===== src/llc_pkg.sv =====
`default_nettype none

package llc_pkg;

    localparam int LLC_WAYS = 4;
    localparam int LLC_SETS = 16;
    localparam int SET_BITS = 4;
    localparam int TAG_BITS = 24;
    localparam int WORD_BITS = 32;
    localparam int WORDS_PER_LINE = 4;
    localparam int WAY_BITS = 2;
    localparam int LINE_BITS = WORD_BITS * WORDS_PER_LINE;

    // A line address is the tag on top of the set index.
    typedef logic [TAG_BITS+SET_BITS-1:0] line_addr_t;
    typedef logic [SET_BITS-1:0]          llc_set_t;
    typedef logic [TAG_BITS-1:0]          llc_tag_t;
    typedef logic [WAY_BITS-1:0]          llc_way_t;
    typedef logic [LINE_BITS-1:0]         line_t;

    typedef enum logic {
        REQ_READ,
        REQ_WRITE
    } req_op_t;

    typedef struct packed {
        req_op_t    op;
        line_addr_t addr;
        line_t      line;
    } llc_req_t;

    // The line is zero when a write is acknowledged.
    typedef struct packed {
        req_op_t    op;
        line_addr_t addr;
        line_t      line;
    } llc_rsp_t;

    typedef struct packed {
        logic       write;
        line_addr_t addr;
        line_t      line;
    } mem_req_t;

    typedef struct packed {
        line_t line;
    } mem_rsp_t;

    typedef struct packed {
        llc_tag_t tag;
        logic     valid;
        logic     dirty;
        line_t    line;
    } way_entry_t;

    typedef enum logic [2:0] {
        PH_DECODE,
        PH_READ,
        PH_LOOKUP,
        PH_PROCESS,
        PH_UPDATE
    } llc_phase_t;

endpackage

`default_nettype wire

===== src/llc_set_buffer.sv =====
`default_nettype none

module llc_set_buffer (
    input  logic                                      clk,
    input  logic                                      rst,
    input  llc_pkg::llc_phase_t                       phase_i,
    input  llc_pkg::way_entry_t [llc_pkg::LLC_WAYS-1:0] rd_ways_i,
    input  llc_pkg::llc_way_t                         rd_victim_i,
    input  llc_pkg::llc_tag_t                         cur_tag_i,
    input  logic                                      wr_i,
    input  llc_pkg::way_entry_t                       wr_entry_i,
    output logic                                      hit_o,
    output llc_pkg::llc_way_t                         sel_way_o,
    output llc_pkg::way_entry_t                       sel_entry_o,
    output llc_pkg::llc_way_t                         victim_o
);
    import llc_pkg::*;

    way_entry_t [LLC_WAYS-1:0] ways_q;
    logic                      hit_q;
    llc_way_t                  sel_way_q;
    llc_way_t                  victim_q;
    logic                      hit_c;
    llc_way_t                  hit_way_c;

    always_comb begin
        hit_c = 1'b0;
        hit_way_c = '0;
        for (int w = 0; w < LLC_WAYS; w++) begin
            if (!hit_c && rd_ways_i[w].valid && rd_ways_i[w].tag == cur_tag_i) begin
                hit_c = 1'b1;
                hit_way_c = llc_way_t'(w);
            end
        end
    end

    always_ff @(posedge clk) begin
        if (phase_i == PH_LOOKUP) begin
            ways_q <= rd_ways_i;
        end else if (wr_i) begin
            ways_q[sel_way_q] <= wr_entry_i;
        end
    end

    // On a miss the selected way is the victim.
    always_ff @(posedge clk or negedge rst) begin
        if (!rst) begin
            hit_q <= 1'b0;
            sel_way_q <= '0;
            victim_q <= '0;
        end else if (phase_i == PH_LOOKUP) begin
            hit_q <= hit_c;
            sel_way_q <= hit_c ? hit_way_c : rd_victim_i;
            victim_q <= rd_victim_i;
        end
    end

    assign hit_o = hit_q;
    assign sel_way_o = sel_way_q;
    assign sel_entry_o = ways_q[sel_way_q];
    assign victim_o = victim_q;

endmodule

`default_nettype wire


===== config.mk =====
export PLATFORM = sky130hd
export DESIGN_NAME = llc_set_buffer
export DESIGN_NICKNAME = d
export VERILOG_FILES = /design/src/llc_pkg.sv /design/src/llc_set_buffer.sv
export SDC_FILE = /design/constraint.sdc
export NUM_CORES = 2
export LEC_CHECK = 0
export BUFFER_PORTS_ARGS = -buffer_cell sky130_fd_sc_hd__clkbuf_2
export CAP_MARGIN = 40
export CORE_AREA = 3 3 372 374
export CTS_BUF_LIST = sky130_fd_sc_hd__clkbuf_8 sky130_fd_sc_hd__clkbuf_16
export DETAILED_ROUTE_END_ITERATION = 10
export DIE_AREA = 0 0 375 377
export GPL_TIMING_DRIVEN = 1
export HOLD_SLACK_MARGIN = 0.08
export REMOVE_ABC_BUFFERS = 1
export SLEW_MARGIN = 20
export SYNTH_ARGS = -nofsm -noshare
export SYNTH_HDL_FRONTEND = slang
export SYNTH_SLANG_ARGS = --single-unit

===== constraint.sdc =====
create_clock -name clk -period 6.16 [get_ports clk]
set_clock_uncertainty 0.1 [all_clocks]
set_input_delay 1.54 -clock clk [delete_from_list [all_inputs] [get_ports clk]]
set_output_delay 1.54 -clock clk [all_outputs]
set_load 0.02 [all_outputs]

==> impl_metrics.env <==
export IMPL_status="complete, no violations"
export IMPL_core_area_sq_mm=0.135
export IMPL_drtIter0Drc=2726
export IMPL_worstSkewPairLatency_ps=620
export IMPL_worstPathMaxFanout=44
export IMPL_dr_pass1_iters=7
export IMPL_cts_buffers=71
export IMPL_whs_ps=405
export IMPL_period_share_pct=72.9
export IMPL_regToRegEndpoint="ways_q[527]"
export IMPL_ctsResizeCount=0
export IMPL_clockRootBuffer="clkbuf_16"
export IMPL_die_area_sq_mm=0.141
export IMPL_min_path_type="flop to flop"
export IMPL_required_ps=4520
export IMPL_cts_tree="yes"
export IMPL_ys_warnings_count=0
export IMPL_hold_end="victim_o[0]"
export IMPL_rsz0062_at_grt="false"
export IMPL_slew_violations=0
export IMPL_place_congestion=0.924
export IMPL_cts_sinks=621
export IMPL_startpoint_type="flop"
export IMPL_synth_seq_cells=621
export IMPL_dr_max_layer_used="met5"
export IMPL_row_count=135
export IMPL_layout_common_cells="nand2_1 (1250), clkbuf_2 (960), nand3_1 (619)"
export IMPL_io_buffers=960
export IMPL_grt_overflow=0
export IMPL_ys_types=25
export IMPL_nNetsFinal=4690
export IMPL_post_synth_cell_area_avg_sq_um=10.5
export IMPL_fin_crit_ps=4490
export IMPL_wl_um=135000
export IMPL_worst_ep_arrival_time_ps=2850
export IMPL_rr_worst_depth=5
export IMPL_routedWlPerCell_um=23.6
export IMPL_fillers=14091
export IMPL_r2r_start="sel_way_o[0]"
export IMPL_max_cap_violations=0
export IMPL_start_util_pct=23.6
export IMPL_cts_hold_buf=0
export IMPL_htreeDepth=3
export IMPL_drc=0
export IMPL_met3_length_um=11500
export IMPL_vias_per_cell=4.85
export IMPL_grt_max_degree=198
export IMPL_area_growth_pct=29.1
export IMPL_clockBufferDepth=3
export IMPL_worstHoldStart="victim_o[0]"
export IMPL_rrSetupSlack_ps=3070
export IMPL_antenna_found_initial=30
export IMPL_leakage_nw=18.0
export IMPL_place_hpwl_um=98900
export IMPL_io_pins=961
export IMPL_grt_pass1_wl_um=190000
export IMPL_grt_usage_pct=18.5
export IMPL_drtAntennaViolNets=0
export IMPL_synthCells=3032
export IMPL_final_common_cell="nand2_1"
export IMPL_powerDensity_mw_per_mm2=302
export IMPL_vias=27749
export IMPL_fmax_mhz=223
export IMPL_wl_met1_um=53000
export IMPL_wl_met2_um=65000
export IMPL_mappedNetlistArea_sq_mm=0.0319
export IMPL_critPathKind="flop to output pin"
export IMPL_clk_pin_slew_worst_paths_ps=60
export IMPL_endpoint_kind="output pin"
export IMPL_grt_pass1_vias=27510
export IMPL_maxSlewHeadroom_pct=25.4
export IMPL_die_y_um=377
export IMPL_ir_drop_mv=0.194
export IMPL_worstHoldPathCells=2
export IMPL_post_cts_setup_buffers=0
export IMPL_finalSetupTns_ps=0
export IMPL_setup_viol=0
export IMPL_ys_seq_area_share_pct=58.3
export IMPL_tightest_slew_ps=1120
export IMPL_chipWidth_um=375
export IMPL_hold_viol=0
export IMPL_drive_above_1_share_pct=32.5
==> metrics by stage <==
step                setup WS [ps]  power [mW]  cells  area [sq um]  utilization, %
finish                       1670        12.5   5727         41200            30.5
global route                 1470        13.0   5723         41200            30.5
CTS                          1500        12.6   5714         41200            30.4
detailed placement           1900        8.57   5595         39000            28.8
global placement             1960        8.51   5588         38900            28.7
floorplan                  -16550        7.39   2790         31000               -
==> routing by layer <==
layer  vias up  GRT usage, %
met5         -             0
met4        14          7.69
met3       245          4.10
met2      1500          30.6
met1     13557          23.3
li1      12433             -
==> critical path, stage by stage (launching register included) <==
cell and delay (ps):
dfrtp_4 590, buf_16 290, buf_12 350, mux4_2 650
clkbuf_2 190
==> state kept, by name, indices dropped and copies added (netlist names) <==
register,count
ways_q,616
sel_way_o,2
victim_o,2
hit_o,1
==> final cells by class <==
| type | instances | area (sq um) | share of cell area [%] |
|---|---|---|---|
| timing repair buffer | 1025 | 5740 | 13.9 |
| sequential | 621 | 18600 | 45.2 |
| clock buffer | 71 | 1780 | 4.31 |
| clock inverter | 48 | 362 | 0.877 |
| antenna | 12 | 30.0 | 0.0728 |
| multi-input combinational | 2169 | 12500 | 30.2 |
| tap | 1781 | 2230 | 5.41 |
==> cell families (layout without fill, tap and decap cells) <==
kind of cell	after synthesis	after routing	synth area share, %
AO/OA/AOI/OAI	6	6	0.133
XOR/XNOR	96	96	2.63
buffers and inverters	242	1144	2.90
flip-flops	621	621	58.3
multiplexers	154	154	10.9
other	0	12	0
AND/OR/NAND/NOR	1913	1913	25.2
==> worst max-delay path by stage <==
| stage | start | to | slack (ps) | cells past startpoint |
|---|---|---|---|---|
| after floorplan | phase_i[1] | ways_q[462] | -16550 | 2 |
| after global placement | phase_i[2] | ways_q[185] | 1960 | 5 |
| after detailed placement | phase_i[0] | ways_q[116] | 1900 | 7 |
| after CTS | sel_way_o[0] | sel_entry_o[6] | 1500 | 4 |
| after global routing | sel_way_o[0] | sel_entry_o[6] | 1470 | 4 |
| final | sel_way_o[0] | sel_entry_o[6] | 1670 | 4 |
==> Yosys cell counts <==
master / n / share of area, %
nand2_1: 1255 / 15
nand3_1: 619 / 9.7
edfxtp_1: 616 / 58
clkbuf_1: 190 / 2.2
mux4_2: 154 / 11
xnor2_1: 51 / 1.4
xor2_1: 45 / 1.2
buf_1: 37 / 0.43
buf_2: 15 / 0.24
nand4_1: 13 / 0.25
nor4_1: 12 / 0.24
dfrtp_1: 5 / 0.39
nor3_1: 4 / 0.063
nor2_1: 3 / 0.035
and2_1: 2 / 0.039
nor2b_1: 2 / 0.039
a21o_1: 1 / 0.024
a31oi_1: 1 / 0.020
a41oi_1: 1 / 0.027
and3_1: 1 / 0.020
nor3b_1: 1 / 0.024
o21a_1: 1 / 0.024
o21ai_0: 1 / 0.016
o31ai_1: 1 / 0.024
or4_1: 1 / 0.024
==> power by group <==
group / switching, mW / total (mW) / internal (mW)
Clock: 1.72 / 4.02 / 2.29
Combinational: 2.00 / 3.13 / 1.13
Sequential: 0.121 / 5.32 / 5.20
Note: power is estimated with default switching activity, not from simulation.
