--- src/llc_pkg.sv ---
`default_nettype none

package llc_pkg;

    localparam int LLC_WAYS = 4;
    localparam int LLC_SETS = 16;
    localparam int SET_BITS = 4;
    localparam int TAG_BITS = 24;
    localparam int WORD_BITS = 32;
    localparam int WORDS_PER_LINE = 4;
    localparam int WAY_BITS = 2;
    localparam int LINE_BITS = WORD_BITS * WORDS_PER_LINE;

    // A line address is the tag on top of the set index.
    typedef logic [TAG_BITS+SET_BITS-1:0] line_addr_t;
    typedef logic [SET_BITS-1:0]          llc_set_t;
    typedef logic [TAG_BITS-1:0]          llc_tag_t;
    typedef logic [WAY_BITS-1:0]          llc_way_t;
    typedef logic [LINE_BITS-1:0]         line_t;

    typedef enum logic {
        REQ_READ,
        REQ_WRITE
    } req_op_t;

    typedef struct packed {
        req_op_t    op;
        line_addr_t addr;
        line_t      line;
    } llc_req_t;

    // The line is zero when a write is acknowledged.
    typedef struct packed {
        req_op_t    op;
        line_addr_t addr;
        line_t      line;
    } llc_rsp_t;

    typedef struct packed {
        logic       write;
        line_addr_t addr;
        line_t      line;
    } mem_req_t;

    typedef struct packed {
        line_t line;
    } mem_rsp_t;

    typedef struct packed {
        llc_tag_t tag;
        logic     valid;
        logic     dirty;
        line_t    line;
    } way_entry_t;

    typedef enum logic [2:0] {
        PH_DECODE,
        PH_READ,
        PH_LOOKUP,
        PH_PROCESS,
        PH_UPDATE
    } llc_phase_t;

endpackage

`default_nettype wire
--- src/llc_ctrl.sv ---
`default_nettype none

module llc_ctrl (
    input  logic                          clk,
    input  logic                          rst,
    output llc_pkg::llc_phase_t           phase_o,
    input  llc_pkg::llc_req_t             cur_req_i,
    input  logic                          is_rst_pass_i,
    input  logic                          pass_start_i,
    output logic                          pass_done_o,
    output logic                          flush_walk_done_o,
    input  logic                          hit_i,
    input  llc_pkg::llc_way_t             sel_way_i,
    input  llc_pkg::way_entry_t           sel_entry_i,
    input  llc_pkg::llc_way_t             victim_i,
    output logic                          buf_wr_o,
    output llc_pkg::way_entry_t           buf_wr_entry_o,
    output llc_pkg::llc_set_t             mem_set_o,
    output logic                          mem_rd_o,
    output logic [llc_pkg::LLC_WAYS-1:0]  mem_wr_mask_o,
    output llc_pkg::way_entry_t           mem_wr_entry_o,
    output logic                          victim_wr_o,
    output llc_pkg::llc_way_t             victim_wr_data_o,
    output llc_pkg::llc_rsp_t             rsp_o,
    output logic                          rsp_valid_o,
    input  logic                          rsp_ready_i,
    output llc_pkg::mem_req_t             mem_req_o,
    output logic                          mem_req_valid_o,
    input  logic                          mem_req_ready_i,
    input  llc_pkg::mem_rsp_t             mem_rsp_i,
    input  logic                          mem_rsp_valid_i,
    output logic                          mem_rsp_ready_o,
    output logic                          rst_tb_done_valid_o,
    input  logic                          rst_tb_done_ready_i
);
    import llc_pkg::*;

    // Steps of a request inside PH_PROCESS.
    typedef enum logic [2:0] {
        S_CHECK,
        S_WB,
        S_FETCH,
        S_WAIT,
        S_RSP
    } proc_step_t;

    llc_phase_t phase_q;
    llc_phase_t phase_d;
    proc_step_t step_q;
    proc_step_t step_d;
    llc_set_t   flush_set_q;
    llc_set_t   cur_set;
    llc_tag_t   cur_tag;
    logic       req_process;
    logic       rsp_fire;
    logic       mem_req_fire;
    logic       mem_rsp_fire;
    logic       done_valid_q;

    assign phase_o = phase_q;
    assign cur_set = cur_req_i.addr[SET_BITS-1:0];
    assign cur_tag = cur_req_i.addr[SET_BITS +: TAG_BITS];

    assign req_process = (phase_q == PH_PROCESS) && !is_rst_pass_i;
    assign rsp_valid_o = req_process && ((step_q == S_CHECK && hit_i) || step_q == S_RSP);
    assign mem_req_valid_o = req_process && (step_q == S_WB || step_q == S_FETCH);
    assign mem_rsp_ready_o = req_process && (step_q == S_WAIT);

    assign rsp_fire = rsp_valid_o && rsp_ready_i;
    assign mem_req_fire = mem_req_valid_o && mem_req_ready_i;
    assign mem_rsp_fire = mem_rsp_valid_i && mem_rsp_ready_o;

    always_comb begin
        phase_d = phase_q;
        case (phase_q)
            PH_DECODE: begin
                if (pass_start_i) begin
                    phase_d = PH_READ;
                end
            end
            PH_READ:    phase_d = PH_LOOKUP;
            PH_LOOKUP:  phase_d = PH_PROCESS;
            PH_PROCESS: begin
                if (is_rst_pass_i || rsp_fire) begin
                    phase_d = PH_UPDATE;
                end
            end
            default:    phase_d = PH_DECODE;
        endcase
    end

    // A miss writes back a dirty victim, then fetches the line, then answers.
    always_comb begin
        step_d = step_q;
        if (req_process) begin
            case (step_q)
                S_CHECK: begin
                    if (!hit_i) begin
                        step_d = (sel_entry_i.valid && sel_entry_i.dirty) ? S_WB : S_FETCH;
                    end
                end
                S_WB: begin
                    if (mem_req_fire) begin
                        step_d = S_FETCH;
                    end
                end
                S_FETCH: begin
                    if (mem_req_fire) begin
                        step_d = S_WAIT;
                    end
                end
                S_WAIT: begin
                    if (mem_rsp_fire) begin
                        step_d = S_RSP;
                    end
                end
                default: begin
                    if (rsp_fire) begin
                        step_d = S_CHECK;
                    end
                end
            endcase
        end
    end

    always_ff @(posedge clk or negedge rst) begin
        if (!rst) begin
            phase_q <= PH_DECODE;
            step_q <= S_CHECK;
            flush_set_q <= '0;
            done_valid_q <= 1'b0;
        end else begin
            phase_q <= phase_d;
            step_q <= step_d;
            if (phase_q == PH_UPDATE && is_rst_pass_i) begin
                flush_set_q <= flush_set_q + llc_set_t'(1);
            end
            if (phase_q == PH_UPDATE && flush_walk_done_o) begin
                done_valid_q <= 1'b1;
            end else if (rst_tb_done_ready_i) begin
                done_valid_q <= 1'b0;
            end
        end
    end

    assign pass_done_o = (phase_q == PH_UPDATE);
    assign flush_walk_done_o = is_rst_pass_i && (flush_set_q == llc_set_t'(LLC_SETS - 1));
    assign rst_tb_done_valid_o = done_valid_q;

    always_comb begin
        rsp_o.op = cur_req_i.op;
        rsp_o.addr = cur_req_i.addr;
        rsp_o.line = (cur_req_i.op == REQ_READ) ? sel_entry_i.line : '0;

        mem_req_o.write = (step_q == S_WB);
        mem_req_o.addr = (step_q == S_WB) ? {sel_entry_i.tag, cur_set} : cur_req_i.addr;
        mem_req_o.line = (step_q == S_WB) ? sel_entry_i.line : '0;

        // The fetched line lands clean. A write then overwrites it as dirty.
        buf_wr_o = mem_rsp_fire || (rsp_fire && cur_req_i.op == REQ_WRITE);
        buf_wr_entry_o.tag = cur_tag;
        buf_wr_entry_o.valid = 1'b1;
        buf_wr_entry_o.dirty = !mem_rsp_fire;
        buf_wr_entry_o.line = mem_rsp_fire ? mem_rsp_i.line : cur_req_i.line;
    end

    assign mem_set_o = is_rst_pass_i ? flush_set_q : cur_set;
    assign mem_rd_o = (phase_q == PH_READ);

    always_comb begin
        mem_wr_mask_o = '0;
        if (phase_q == PH_UPDATE) begin
            if (is_rst_pass_i) begin
                mem_wr_mask_o = '1;
            end else begin
                mem_wr_mask_o[sel_way_i] = 1'b1;
            end
        end
    end

    assign mem_wr_entry_o = is_rst_pass_i ? '0 : sel_entry_i;

    // The victim pointer moves on only after a miss filled the victim way.
    assign victim_wr_o = (phase_q == PH_UPDATE) && (is_rst_pass_i || !hit_i);
    assign victim_wr_data_o = is_rst_pass_i ? '0 : victim_i + llc_way_t'(1);

endmodule

`default_nettype wire

--- config.mk ---
export PLATFORM = sky130hd
export DESIGN_NAME = llc_ctrl
export DESIGN_NICKNAME = d
export VERILOG_FILES = /design/src/llc_pkg.sv /design/src/llc_ctrl.sv
export SDC_FILE = /design/constraint.sdc
export NUM_CORES = 1
export LEC_CHECK = 0
export ABC_CLOCK_PERIOD_IN_PS = 2500
export BUFFER_PORTS_ARGS = -buffer_cell sky130_fd_sc_hd__buf_2
export CAP_MARGIN = 20
export CELL_PAD_IN_SITES_DETAIL_PLACEMENT = 2
export CELL_PAD_IN_SITES_GLOBAL_PLACEMENT = 2
export CORE_AREA = 2 2 430 432
export CTS_CLUSTER_DIAMETER = 50
export DETAILED_ROUTE_END_ITERATION = 10
export DIE_AREA = 0 0 432 434
export PLACE_DENSITY = 0.33
export SETUP_SLACK_MARGIN = 0.4
export SLEW_MARGIN = 40
export SYNTH_ARGS = -nofsm -noshare
export SYNTH_HDL_FRONTEND = slang
export SYNTH_SLANG_ARGS = --single-unit
--- constraint.sdc ---
create_clock -name clk -period 2.5 [get_ports clk]
set_clock_uncertainty 0.15 [all_clocks]
set_input_delay 0.125 -clock clk [delete_from_list [all_inputs] [get_ports clk]]
set_output_delay 0.125 -clock clk [all_outputs]
set_load 0.05 [all_outputs]
==> results list <==
- Outcome: complete, no violations
* Actual transition at the worst max-transition pin: between 0.6 and 0.7 ns
- Antenna violations before repair: ~80
* Count of final setup violators: 0
- Number of global-route vias before repair: 10400
- Post-Syn Instances: 770
- In this run, CTS created clock tree buffers numbering 3.
- Logic pwr share: 0.908
* Cell with the largest stage delay on the worst path: sky130_fd_sc_hd__dfrtp_2
- F_max: 0.410 GHz
- CTS built an H-tree with a depth of 1.
- Minimum period implied by the final worst setup slack: 2.44 ns
- Ys async rst share: 1.00
* Clk sinks: 11
- Clock group share of total power: 0.044
- Counting distinct cell types in the post-synthesis netlist gives 37.
- Cell-by-cell trace of the critical path: nand4bb_4 -> or3_4 -> buf_12 -> buf_12 -> mux2_4 -> buf_4
- Clock-pin transition on the worst setup and hold timing paths: 0.05 ns
* Count leader, synth: sky130_fd_sc_hd__nor2b_1
- The core region is roughly 0.18 sq mm.
- Ranked by total cell area, the synthesized netlist is headed by sky130_fd_sc_hd__nor2b_1, sky130_fd_sc_hd__mux2_4, sky130_fd_sc_hd__and2_1.
- The internal power of the cells totals 0.00275 W.
- Once detail routing completed, the nets flagged for antenna violations numbered 0.
- Net count, final: 2280
- Slowest stage delay, CP: 0.40 ns
- In this run the power density over the cells is 387 mW/mm^2.
* Total of flip-flops plus latches after synthesis: 11
* Die Width: between 400 and 500 um
* Final cycle utilization of the critical path: 0.976
* # rows: 157
- Worst slew slack as a fraction of its limit: 0.548
- IO Port Bufs: 1094
* Insertion delay to the later sink of the worst-skew pair: between 0.2 and 0.25 ns
- Portion of the post-synthesis area used by sequential elements: 0.0448
* TNS Setup: 0 ns
* Gate family responsible for the most delay along the worst path: simple AND/OR/NAND/NOR gates
- Count of fill cells added during filler insertion: 21600
- Count of max-cap constraint violations: 0
- The cell sitting at the root of the clock tree is a sky130_fd_sc_hd__clkbuf_16.
- In this run the count of I/O pins placed on the die edge is 1096.
* Die span in y: 434 um
* Commonest cells post-synth: sky130_fd_sc_hd__nor2b_1, sky130_fd_sc_hd__and2_1, sky130_fd_sc_hd__mux2_4
- The initial utilization of the core area, before any placement, comes to 0.0337.
- The first detailed-routing pass took 4 iterations.
- The first routing iteration left between 200 and 250 violations.
- Hold violation total from the final report: 0
* Final WS setup: about 0.060 ns
* Worst hold path type: input port to flip-flop
- Post-synth design cell area: 0.00614 sq mm
- The share of total power dissipated in sequential elements is 0.048.
- Summed over all layers, the global routing overflow is 0.
* Global Route Usage Sum: 0.0879
- The routed design has slightly above 90 mm of wire.
- Cell taking the most area after synthesis: sky130_fd_sc_hd__nor2b_1
- For the worst setup path, the data arrival time is 2.16 ns.
* Max FO, Critical Path: 24
- Multi-input combinational cell area: 0.00562 sq mm
- The most numerous cell type found on the critical path is sky130_fd_sc_hd__buf_12.
- For this run, the number of Yosys warnings is 0.
- Before CTS, the worst setup slack after placement is about 0.22 ns.
- Buf+Inv Stages, Crit Path: 3
* Fraction of power spent switching nets: 0.601
- The detailed router placed 10100 vias in this run.
* Global placer's final weighted congestion: approximately 0.8
- Buffer levels on the longest clock path: 2
* Max-slew violations: 0
* Number of synthesized flops with an enable pin: 0
- TritonCTS built the clock tree.
* Area delta synth->final: 190%
* Sequential cell area: 282 sq um
- Worst endpoint required time: 2.23 ns
- The floorplan step defined a die boundary enclosing 0.187 sq mm.
- Dominant register cell in the synthesized netlist: sky130_fd_sc_hd__dfrtp_1
- Counting every net in the synthesized netlist gives roughly 1200.
* Sum of net half-perimeters after detailed placement: approximately 80 mm
- RSZ-0062 raised after global routing: yes
* VDD IR-drop max: ~0.00019 V
- Critical Path End Type: primary output
- After detailed routing, the average wire length per cell comes to between 20 and 25 um.
- Summed over all cells, the static leakage comes to 8.77 nW.
- The first global-routing pass estimated 109 mm of wire.
- CP startpoint kind: flip-flop
- A synthesized cell averages 7.98 sq um.
- Using the TritonRoute via totals, the vias-per-cell ratio works out to 2.40.
- Number of design rule violations left after detail routing: 0
- Critical setup path kind: flip-flop to primary output
* Share of cells above drive strength 1: 0.808
- Switching pwr: slightly above 0.004 W
* Pin count of the biggest net entering global routing: ~60
* Top cell type's share of synthesized area: 0.287
-- worst reg2reg max path, cell delays in order (launching register included) --
cell and delay, ns:
sky130_fd_sc_hd__dfrtp_2 0.40, sky130_fd_sc_hd__nand4bb_4 0.20, sky130_fd_sc_hd__or3_4 0.39, sky130_fd_sc_hd__buf_12 0.19, sky130_fd_sc_hd__buf_6 0.20, sky130_fd_sc_hd__o21a_1 0.12
-- registers in the layout, summed over array words and instances (netlist names) --
register,count
flush_set_q,4
phase_o,3
step_q,3
rst_tb_done_valid_o,1
-- final timing paths --
kind | startpoint | slack (ns) | cells after the start | end
min in group asynchronous | rst | 0.19 | 2 | rst_tb_done_valid_o
worst max register to register | phase_o[2] | 0.74 | 5 | step_q[1]
worst min register to register | flush_set_q[3] | 0.37 | 1 | flush_set_q[3]
max in group asynchronous | rst | 1.76 | 2 | step_q[1]
worst min-delay path | mem_req_ready_i | 0.09 | 3 | step_q[0]
worst max-delay path | phase_o[2] | 0.06 | 6 | buf_wr_entry_o[39]
-- cells by family after synthesis --
logic type                 Yosys count  share of synthesized area
DFF                                 11                     0.0448
other                                1                   0.000610
adders and majority gates            1                    0.00204
and+or+nand+nor                    452                      0.453
AOI/OAI and AO/OA                   13                     0.0128
xor gates and xnor gates             6                    0.00855
muxes                              157                      0.349
buffers and inverters              129                      0.129
-- power groups by stage --
stage | Sequential, W | Combinational, W | Clock (W)
6_report | 0.000332 | 0.00626 | 0.000306
5_1_grt | 0.000344 | 0.00653 | 0.000318
4_1_cts | 0.000333 | 0.00565 | 0.000314
3_5_place_dp | 0.000322 | 0.00520 | 0
3_3_place_gp | 0.000317 | 0.00521 | 0
2_1_floorplan | 0.000405 | 0.00341 | 0
-- through the flow --
step / hold slack, ns / instance area [sq um] / util / cells / power [W]
floorplan: -0.321 / 6380 / - / 770 / 0.00382
CTS: 0.0867 / 15700 / 0.0861 / 4191 / 0.00630
global placement: -0.114 / 14500 / 0.0794 / 4159 / 0.00553
global route: 0.0956 / 17800 / 0.0976 / 4212 / 0.00719
finish: 0.0902 / 17800 / 0.0978 / 4229 / 0.00690
detailed placement: -0.108 / 14500 / 0.0794 / 4159 / 0.00552
-- layout by cell type, fill, tap and decap left out, drive strengths merged, types with 2 or more instances in the layout --
master / n
buf: 1162
nor2b: 282
mux2: 157
and2: 129
nor2: 20
diode: 18
clkbuf: 16
dfrtp: 11
xnor2: 5
a21oi: 4
o21ai: 4
inv: 4
nand2: 4
dlygate4sd3: 3
nand3: 2
nor3: 2
nor3b: 2
nor4: 2
-- repair_timing --
action	CTS	global route
pin swaps	4	69
setup buffers	16	10
endpoints found under the setup margin	283	285
endpoints found under the hold margin	13	0
hold buffers	3	0
gates resized for setup	211	719
gates cloned	9	10
-- routing by layer --
layer	up-vias	global-route usage	share of wire
met2	605	0.174	0.55
met5	-	0	0.0048
met3	162	0.0295	0.097
met1	4786	0.0904	0.33
met4	64	0.00894	0.019
li1	4531	-	-
-- layout make-up --
type | instances | share of cell area
Antenna cell | 18 | 0.00252
Clock buffer | 4 | 0.00442
Inverter | 4 | 0.000841
Multi-Input combinational cell | 630 | 0.315
Sequential cell | 11 | 0.0158
Tap cell | 2385 | 0.167
Timing Repair Buffer | 1177 | 0.494
(Power assumes the default switching activity.)
