`src/llc_pkg.sv`:
```
`default_nettype none

package llc_pkg;

    localparam int LLC_WAYS = 4;
    localparam int LLC_SETS = 16;
    localparam int SET_BITS = 4;
    localparam int TAG_BITS = 24;
    localparam int WORD_BITS = 32;
    localparam int WORDS_PER_LINE = 4;
    localparam int WAY_BITS = 2;
    localparam int LINE_BITS = WORD_BITS * WORDS_PER_LINE;

    // A line address is the tag on top of the set index.
    typedef logic [TAG_BITS+SET_BITS-1:0] line_addr_t;
    typedef logic [SET_BITS-1:0]          llc_set_t;
    typedef logic [TAG_BITS-1:0]          llc_tag_t;
    typedef logic [WAY_BITS-1:0]          llc_way_t;
    typedef logic [LINE_BITS-1:0]         line_t;

    typedef enum logic {
        REQ_READ,
        REQ_WRITE
    } req_op_t;

    typedef struct packed {
        req_op_t    op;
        line_addr_t addr;
        line_t      line;
    } llc_req_t;

    // The line is zero when a write is acknowledged.
    typedef struct packed {
        req_op_t    op;
        line_addr_t addr;
        line_t      line;
    } llc_rsp_t;

    typedef struct packed {
        logic       write;
        line_addr_t addr;
        line_t      line;
    } mem_req_t;

    typedef struct packed {
        line_t line;
    } mem_rsp_t;

    typedef struct packed {
        llc_tag_t tag;
        logic     valid;
        logic     dirty;
        line_t    line;
    } way_entry_t;

    typedef enum logic [2:0] {
        PH_DECODE,
        PH_READ,
        PH_LOOKUP,
        PH_PROCESS,
        PH_UPDATE
    } llc_phase_t;

endpackage

`default_nettype wire
```
`src/llc_input_decoder.sv`:
```
`default_nettype none

module llc_input_decoder (
    input  logic                clk,
    input  logic                rst,
    input  llc_pkg::llc_phase_t phase_i,
    input  llc_pkg::llc_req_t   req_i,
    input  logic                req_valid_i,
    output logic                req_ready_o,
    input  logic                rst_tb_valid_i,
    output logic                rst_tb_ready_o,
    input  logic                pass_done_i,
    input  logic                flush_walk_done_i,
    output llc_pkg::llc_req_t   cur_req_o,
    output logic                is_rst_pass_o,
    output logic                pass_start_o
);
    import llc_pkg::*;

    logic decode_en;
    logic need_flush_q;
    logic rst_pass_q;
    logic cmd_fire;
    logic req_fire;

    assign decode_en = (phase_i == PH_DECODE);

    // A pending reset-flush command wins over a request in the same cycle.
    assign rst_tb_ready_o = decode_en;
    assign req_ready_o = decode_en && !need_flush_q && !rst_pass_q && !rst_tb_valid_i;

    assign cmd_fire = rst_tb_valid_i && rst_tb_ready_o;
    assign req_fire = req_valid_i && req_ready_o;

    // Once a walk has begun, every pass is a flush pass until the last set is done.
    assign pass_start_o = decode_en && (rst_pass_q || cmd_fire || req_fire);
    assign is_rst_pass_o = rst_pass_q;

    always_ff @(posedge clk or negedge rst) begin
        if (!rst) begin
            need_flush_q <= 1'b1;
            rst_pass_q <= 1'b0;
        end else if (pass_done_i && flush_walk_done_i) begin
            need_flush_q <= 1'b0;
            rst_pass_q <= 1'b0;
        end else if (cmd_fire) begin
            rst_pass_q <= 1'b1;
        end
    end

    always_ff @(posedge clk) begin
        if (req_fire) begin
            cur_req_o <= req_i;
        end
    end

endmodule

`default_nettype wire

```
`config.mk`:
```
export PLATFORM = sky130hd
export DESIGN_NAME = llc_input_decoder
export DESIGN_NICKNAME = d
export VERILOG_FILES = /design/src/llc_pkg.sv /design/src/llc_input_decoder.sv
export SDC_FILE = /design/constraint.sdc
export NUM_CORES = 1
export LEC_CHECK = 0
export BUFFER_PORTS_ARGS = -buffer_cell sky130_fd_sc_hd__buf_2
export CORE_MARGIN = 2
export CORE_UTILIZATION = 28
export CTS_CLUSTER_DIAMETER = 50
export CTS_CLUSTER_SIZE = 20
export DETAILED_ROUTE_END_ITERATION = 10
export PLACE_DENSITY = 0.6
export SYNTH_ARGS = -nofsm -noshare
export SYNTH_HDL_FRONTEND = slang
export SYNTH_SLANG_ARGS = --single-unit
export TNS_END_PERCENT = 1
```
`constraint.sdc`:
```
create_clock -name clk -period 5.5 [get_ports clk]
set_input_delay 0.55 -clock clk [delete_from_list [all_inputs] [get_ports clk]]
set_output_delay 0.55 -clock clk [all_outputs]
set_load 0.01 [all_outputs]
```
==> flow_summary.yaml, run 1 <==
timing:
  setup_viol: 0
  fin_skew_ns: 0.00761
  max_freq_mhz: 492
  slew-limit-headroom_pct: 41.3
  rsz0062_at_grt: "no"
  period_share_pct: 36.9
  holdWs_ns: 0.305
  post-route-min-period_ns: 2.03
  max_slew.worst_pin.slew_ns: 0.880
  final_hold_viol_count: 0
  slew_violations: 0
final_layout:
  num_antenna_cells: 0
  final_common_cell: "buf_2"
  layout-drive-gt1-share_pct: 68.2
  syn_to_final_growth_pct: 52.1
  layout.nets: 682
  final_cell_mix: "buf_2 (326), edfxtp_1 (157), clkbuf_16 (17), clkinvlp_4 (6)"
  utilization_pct: 43.1
grt:
  antenna_found_initial: 0
  grt_max_degree: 158
  first_global_vias: 3096
  grt_pass1_wl_mm: 15.8
  grt-ovfl-total: 0
  grt_usage_pct: 11.7
route:
  firstDrtPassIters: 4
  num_vias: 2968
  wl_met3_mm: 1.42
  wl_met2_mm: 5.71
  drtAntennaViolNets: 0
  wl_per_cell_um: 15.1
  wirelength_mm: 11.4
  highest_layer: "met4"
  first_iter_violations: 144
  drc: 0
  m1WireLength_mm: 4.10
  via_per_inst: 3.94
clock_tree:
  insertion_delay_ns: 0.41
  path_clk_slew_ns: 0.06
  cts_buffers: 17
  cts_root_buf: "clkbuf_16"
  clock_sinks: 159
  clk_path_buf_depth: 2
  htreeDepth: 4
  tritoncts: "yes"
placement:
  hpwl_mm: 8.57
  gp_congestion: 0.797
  port_buffers: 326
power:
  p_leak_nw: 3.04
  pwr_density_cell_nw_per_um2: 351
  peakVddDrop_mv: 0.186
die:
  die_h_um: 136
  die_area_um2: 18400
  io_pins: 327
  row_count: 48
  start_util_pct: 28.4
  die_w_um: 136
  core_area_um2: 17100
setup_path:
  cp_max_fo: 157
  crit_required_ns: 5.53
  reg2regPathDepth: 3
  worstPathArrival_ns: 2.06
  crit_type: "primary input to register"
  critPathLaunchType: "primary input"
  crit_path_end_kind: "register"
hold_path:
  min_path_type: "primary input to register"
  min_path_cells: 2
logic_synthesis:
  yosys_register_bits: 159
  ys_seq_area_share_pct: 98.2
  avgSynthCellArea_um2: 28.7
  synth_area_um2: 4850
  syn-num-nets: 335
  synth_warnings: 0
  postSynthCellCount: 169
  yosysUniqueCellTypes: 13
flow_run:
  drv_cap: 0
run_status:
  status: "finished, final reports clean"
-- worst paths after layout --
check | slack (ns) | endpoint | from
max in group asynchronous | 4.86 | need_flush_q$_DFFE_PN1P_ | rst
min in group asynchronous | 0.46 | is_rst_pass_o$_DFFE_PN0P_ | rst
worst min-delay path | 0.30 | need_flush_q$_DFFE_PN1P_ | flush_walk_done_i
worst max register to register | 3.50 | cur_req_o[23]$_DFFE_PP_ | need_flush_q$_DFFE_PN1P_
worst max-delay path | 3.47 | cur_req_o[23]$_DFFE_PP_ | phase_i[1]
worst min register to register | 0.50 | need_flush_q$_DFFE_PN1P_ | need_flush_q$_DFFE_PN1P_
-- critical path: stages --
cell	delay [ns]
buf_2	0.10
or3_4	0.42
nor4_4	0.21
buf_12	0.56
-- state kept, by name, summed over array words and instances (netlist names) --
name and cells:
is_rst_pass_o 1, need_flush_q 1, cur_req_o 157
-- Yosys cell counts (all sizes together) --
master / n / area (µm²)
nand2b: 1 / 6.26
a21oi: 1 / 5.00
a2bb2oi: 1 / 8.76
inv: 1 / 3.75
dfrtp: 1 / 25.0
a21boi: 1 / 7.51
dfstp: 1 / 26.3
nor4b: 1 / 8.76
nor2: 1 / 3.75
nor4: 2 / 33.8
or3: 1 / 11.3
edfxtp: 157 / 4710
-- through the flow --
step | power [W] | cells | setup WS (ns) | setup TNS [ns] | cell area [µm²]
4_1_cts | 0.00263 | 754 | 3.54 | 0 | 7380
6_report | 0.00259 | 754 | 3.47 | 0 | 7380
5_1_grt | 0.00269 | 754 | 3.46 | 0 | 7380
2_1_floorplan | 0.00139 | 169 | -0.879 | -137.96 | 4850
3_3_place_gp | 0.00147 | 721 | 3.16 | 0 | 6790
3_5_place_dp | 0.00147 | 721 | 3.09 | 0 | 6790
-- what timing repair did --
| action | in CTS | in global routing |
|---|---|---|
| hold buffers | 1 | 0 |
| buffers inserted | 0 | 0 |
| resized for setup | 0 | 0 |
| hold endpoints to repair | 1 | 0 |
-- per-layer routing --
metal  vias up  GRT usage [%]
li1       1388              -
met1      1368           11.5
met2       201           20.3
met3        11           6.51
met4         0           4.69
met5         -              0
-- power by group --
| group | internal [W] | total [W] | switching [W] |
|---|---|---|---|
| sequential | 0.00135 | 0.00135 | 0.00000403 |
| clock | 0.000678 | 0.00115 | 0.000472 |
| combinational | 0.0000513 | 0.0000901 | 0.0000388 |
| total | 0.00208 | 0.00259 | 0.000515 |
-- cell type report --
cell class | instances | area, µm²
repair buffers | 328 | 1660
clock inverters | 13 | 154
inverters | 1 | 3.75
well taps | 225 | 282
fillers | 1537 | 9730
flip-flops and latches | 159 | 4770
clock buffers | 19 | 433
multi-input cells | 9 | 85.1
-- logic make-up (layout without fill, tap and decap cells) --
| kind of cell | after synthesis | count (layout) | share of synthesized area (%) |
|---|---|---|---|
| simple gates | 6 | 6 | 1.31 |
| flops | 159 | 159 | 98.2 |
| buf+inv | 1 | 361 | 0.0772 |
| compound gates | 3 | 3 | 0.438 |
Note: power is estimated with default switching activity, not from simulation.
==> run 2: changes to the inputs <==
==> constraint.sdc (replaced) <==
create_clock -name clk -period 1.7 [get_ports clk]
set_input_delay 0.17 -clock clk [delete_from_list [all_inputs] [get_ports clk]]
set_output_delay 0.17 -clock clk [all_outputs]
set_load 0.01 [all_outputs]
==> flow_summary.yaml, run 2 <==
logic_synthesis:
  yosys_register_bits: 159
  synth_area_um2: 4850
  synth.area.top_cells: "edfxtp_1 (97%), dfstp_2 (0.54%), dfrtp_1 (0.52%)"
  synth.top_cell.area_share_pct: 97.1
  synth_most_common_cell: "edfxtp_1"
  syn-num-nets: 335
  yosysUniqueCellTypes: 13
  postSynthCellCount: 169
  avgSynthCellArea_um2: 28.7
  ys.flop_type: "edfxtp_1"
  synthArstFlopShare_pct: 1.26
  synth.largest_area_cell: "edfxtp_1"
  synth_edf_count: 157
  ys_seq_area_share_pct: 98.2
  synth_warnings: 0
clock_tree:
  cts_buffers: 17
  clk_path_buf_depth: 2
  post_cts_resized: 0
  htreeDepth: 4
  hold_buffers: 154
  clock_sinks: 159
  cts_root_buf: "clkbuf_16"
  post_cts_buffers: 0
placement:
  hpwl_mm: 9.32
  port_buffers: 326
  gp_congestion: 0.742
  dpl-instance-area_um2: 6950
run_status:
  error_line: "[ERROR RSZ-0060] Max buffer count reached."
  failing_step: "clock tree synthesis"
  status: "aborted with a tool error"
die:
  row_count: 48
  die_h_um: 136
  start_util_pct: 28.4
  io_pins: 327
  die_w_um: 136
run 2: cell counts after synthesis:
No cell type changed its count.
run 2: per-stage QoR:
step / worst slack (ns) / hold WS [ns] / instances
after floorplan: -4.30 / -0.126 / 169
after global placement: 0.0358 / -0.0435 / 733
after detailed placement: 0.0209 / -0.0384 / 733
run 2: cells by family after synthesis:
kind of cell    count (synthesis)  synth area share [%]
flops                         159                  98.2
simple gates                    6                  1.31
compound gates                  3                 0.438
buf+inv                         1                0.0772
==> run 3: changes to the inputs <==
--- a/config.mk
+++ b/config.mk
@@ -7,11 +7,9 @@
 export LEC_CHECK = 0
 export BUFFER_PORTS_ARGS = -buffer_cell sky130_fd_sc_hd__buf_2
 export CORE_MARGIN = 2
-export CORE_UTILIZATION = 28
-export CTS_CLUSTER_DIAMETER = 50
-export CTS_CLUSTER_SIZE = 20
+export CORE_UTILIZATION = 20
 export DETAILED_ROUTE_END_ITERATION = 10
-export PLACE_DENSITY = 0.6
+export PLACE_DENSITY_LB_ADDON = 0.15
 export SYNTH_ARGS = -nofsm -noshare
 export SYNTH_HDL_FRONTEND = slang
 export SYNTH_SLANG_ARGS = --single-unit
==> constraint.sdc (replaced) <==
create_clock -name clk -period 2.2 [get_ports clk]
set_input_delay 0.22 -clock clk [delete_from_list [all_inputs] [get_ports clk]]
set_output_delay 0.22 -clock clk [all_outputs]
set_load 0.01 [all_outputs]
==> flow_summary.yaml, run 3 (synthesis gave the netlist of run 1 again) <==
power:
  p_clk_share_pct: 43.2
  p_leak_nw: 3.77
  netSwitchingFraction_pct: 21.5
  p_seq_share_pct: 50.0
  p_comb_share_pct: 6.8
  switching_power_w: 0.00145
  peakVddDrop_mv: 0.378
  pwr_density_cell_nw_per_um2: 735
  p_total_w: 0.00675
  internal-power_w: 0.00529
timing:
  fin_ws_ns: 0.450
  rsz0062_at_grt: "no"
  final_hold_viol_count: 0
  max_slew.worst_pin.slew_ns: 0.429
  fin_skew_ns: 0.00839
  slew-limit-headroom_pct: 71.4
  setup_viol: 0
  slew_violations: 0
  max_freq_mhz: 571
  period_share_pct: 79.6
  post-route-min-period_ns: 1.75
clock_tree:
  cts_root_buf: "clkbuf_16"
  tritoncts: "yes"
  htreeDepth: 4
  post_cts_resized: 0
  path_clk_slew_ns: 0.07
  insertion_delay_ns: 0.41
  clk_path_buf_depth: 2
  hold_buffers: 161
  cts_buffers: 17
  post_cts_buffers: 0
  clock_sinks: 159
route:
  wl_per_cell_um: 13.6
  drc: 0
  via_per_inst: 3.59
  wirelength_mm: 13.9
  num_vias: 3656
  drtAntennaViolNets: 0
  first_iter_violations: 165
  firstDrtPassIters: 4
grt:
  grt-ovfl-total: 0
  grt_max_degree: 75
  antenna_found_initial: 0
  grt_usage_pct: 10.8
  grt_pass1_wl_mm: 21.2
  first_global_vias: 4071
final_layout:
  final_cell_mix: "buf_2 (326), dlygate4sd3_1 (161), edfxtp_1 (157), clkbuf_16 (17), inv_8 (5)"
  largest_register_ffs: 157
  final_common_cell: "buf_2"
  regMostFlops: "cur_req_o"
  layout.nets: 848
  layout-drive-gt1-share_pct: 52.8
  fillers: 2313
  num_antenna_cells: 0
  syn_to_final_growth_pct: 89.0
die:
  row_count: 57
  core_area_um2: 24100
  die_area_um2: 25500
  io_pins: 327
  die_w_um: 160
  start_util_pct: 20.1
  die_h_um: 160
placement:
  place_ws_ns: 0.338
  port_buffers: 326
  gp_congestion: 0.761
  hpwl_mm: 9.57
setup_path:
  worstPathArrival_ns: 1.82
  crit_required_ns: 2.27
  critPathLaunchType: "register"
  crit_type: "register to register"
  cp_max_fo: 74
  crit_path_end_kind: "register"
run_status:
  status: "finished, final reports clean"
flow_run:
  drv_cap: 0
hold_path:
  min_path_type: "primary input to async pin"
==> run 3: path summary, 6_finish.rpt <==
check	from	slack (ns)	depth (start not counted)	to
min in group clk	phase_i[2]	0.11	3	is_rst_pass_o$_DFFE_PN0P_
max in group asynchronous	rst	1.90	2	need_flush_q$_DFFE_PN1P_
max	need_flush_q$_DFFE_PN1P_	0.45	3	cur_req_o[131]$_DFFE_PP_
max reg2reg	need_flush_q$_DFFE_PN1P_	0.45	3	cur_req_o[131]$_DFFE_PP_
min reg2reg	is_rst_pass_o$_DFFE_PN0P_	0.67	1	is_rst_pass_o$_DFFE_PN0P_
min	rst	0.11	2	is_rst_pass_o$_DFFE_PN0P_
==> run 3: power groups by stage <==
stage               Clock [W]  Sequential [W]  Combinational [W]
floorplan                   0         0.00347          0.0000213
detailed placement          0         0.00344           0.000233
CTS                   0.00305         0.00338           0.000458
global placement            0         0.00344           0.000230
finish                0.00292         0.00338           0.000456
global route          0.00317         0.00338           0.000495
==> run 3: layout make-up <==
cell class	count	area [µm²]	area share, %
sequential	159	4770	52.0
timing repair buffer	494	3330	36.3
clock buffer	18	429	4.68
tap	324	405	4.42
clock inverter	14	151	1.65
multi-input combinational	9	85.1	0.927
inverter	1	3.75	0.0409
==> run 3: metrics by stage <==
stage	hold WS (ns)	utilization (%)	cell area [µm²]	setup TNS, ns	std cells
2_1_floorplan	-0.0756	-	4850	-604.25	169
3_3_place_gp	0.00717	29.0	6980	0	826
3_5_place_dp	0.00624	29.0	6980	0	826
4_1_cts	0.0736	38.1	9170	0	1019
5_1_grt	0.0891	38.1	9170	0	1019
6_report	0.113	38.1	9170	0	1019
==> run 3: worst max-delay path: stages, from the launching register on <==
cell and delay, ns:
dfstp_2 0.38, nand2b_1 0.19, nor4_4 0.37, buf_12 0.38
==> run 3: per-layer routing <==
metal,vias up,global-route usage [%],routed length [µm]
li1,1719,-,-
met1,1733,11.1,5000
met2,185,19.5,7480
met3,19,4.42,1180
met4,0,4.50,246
met5,-,0,0
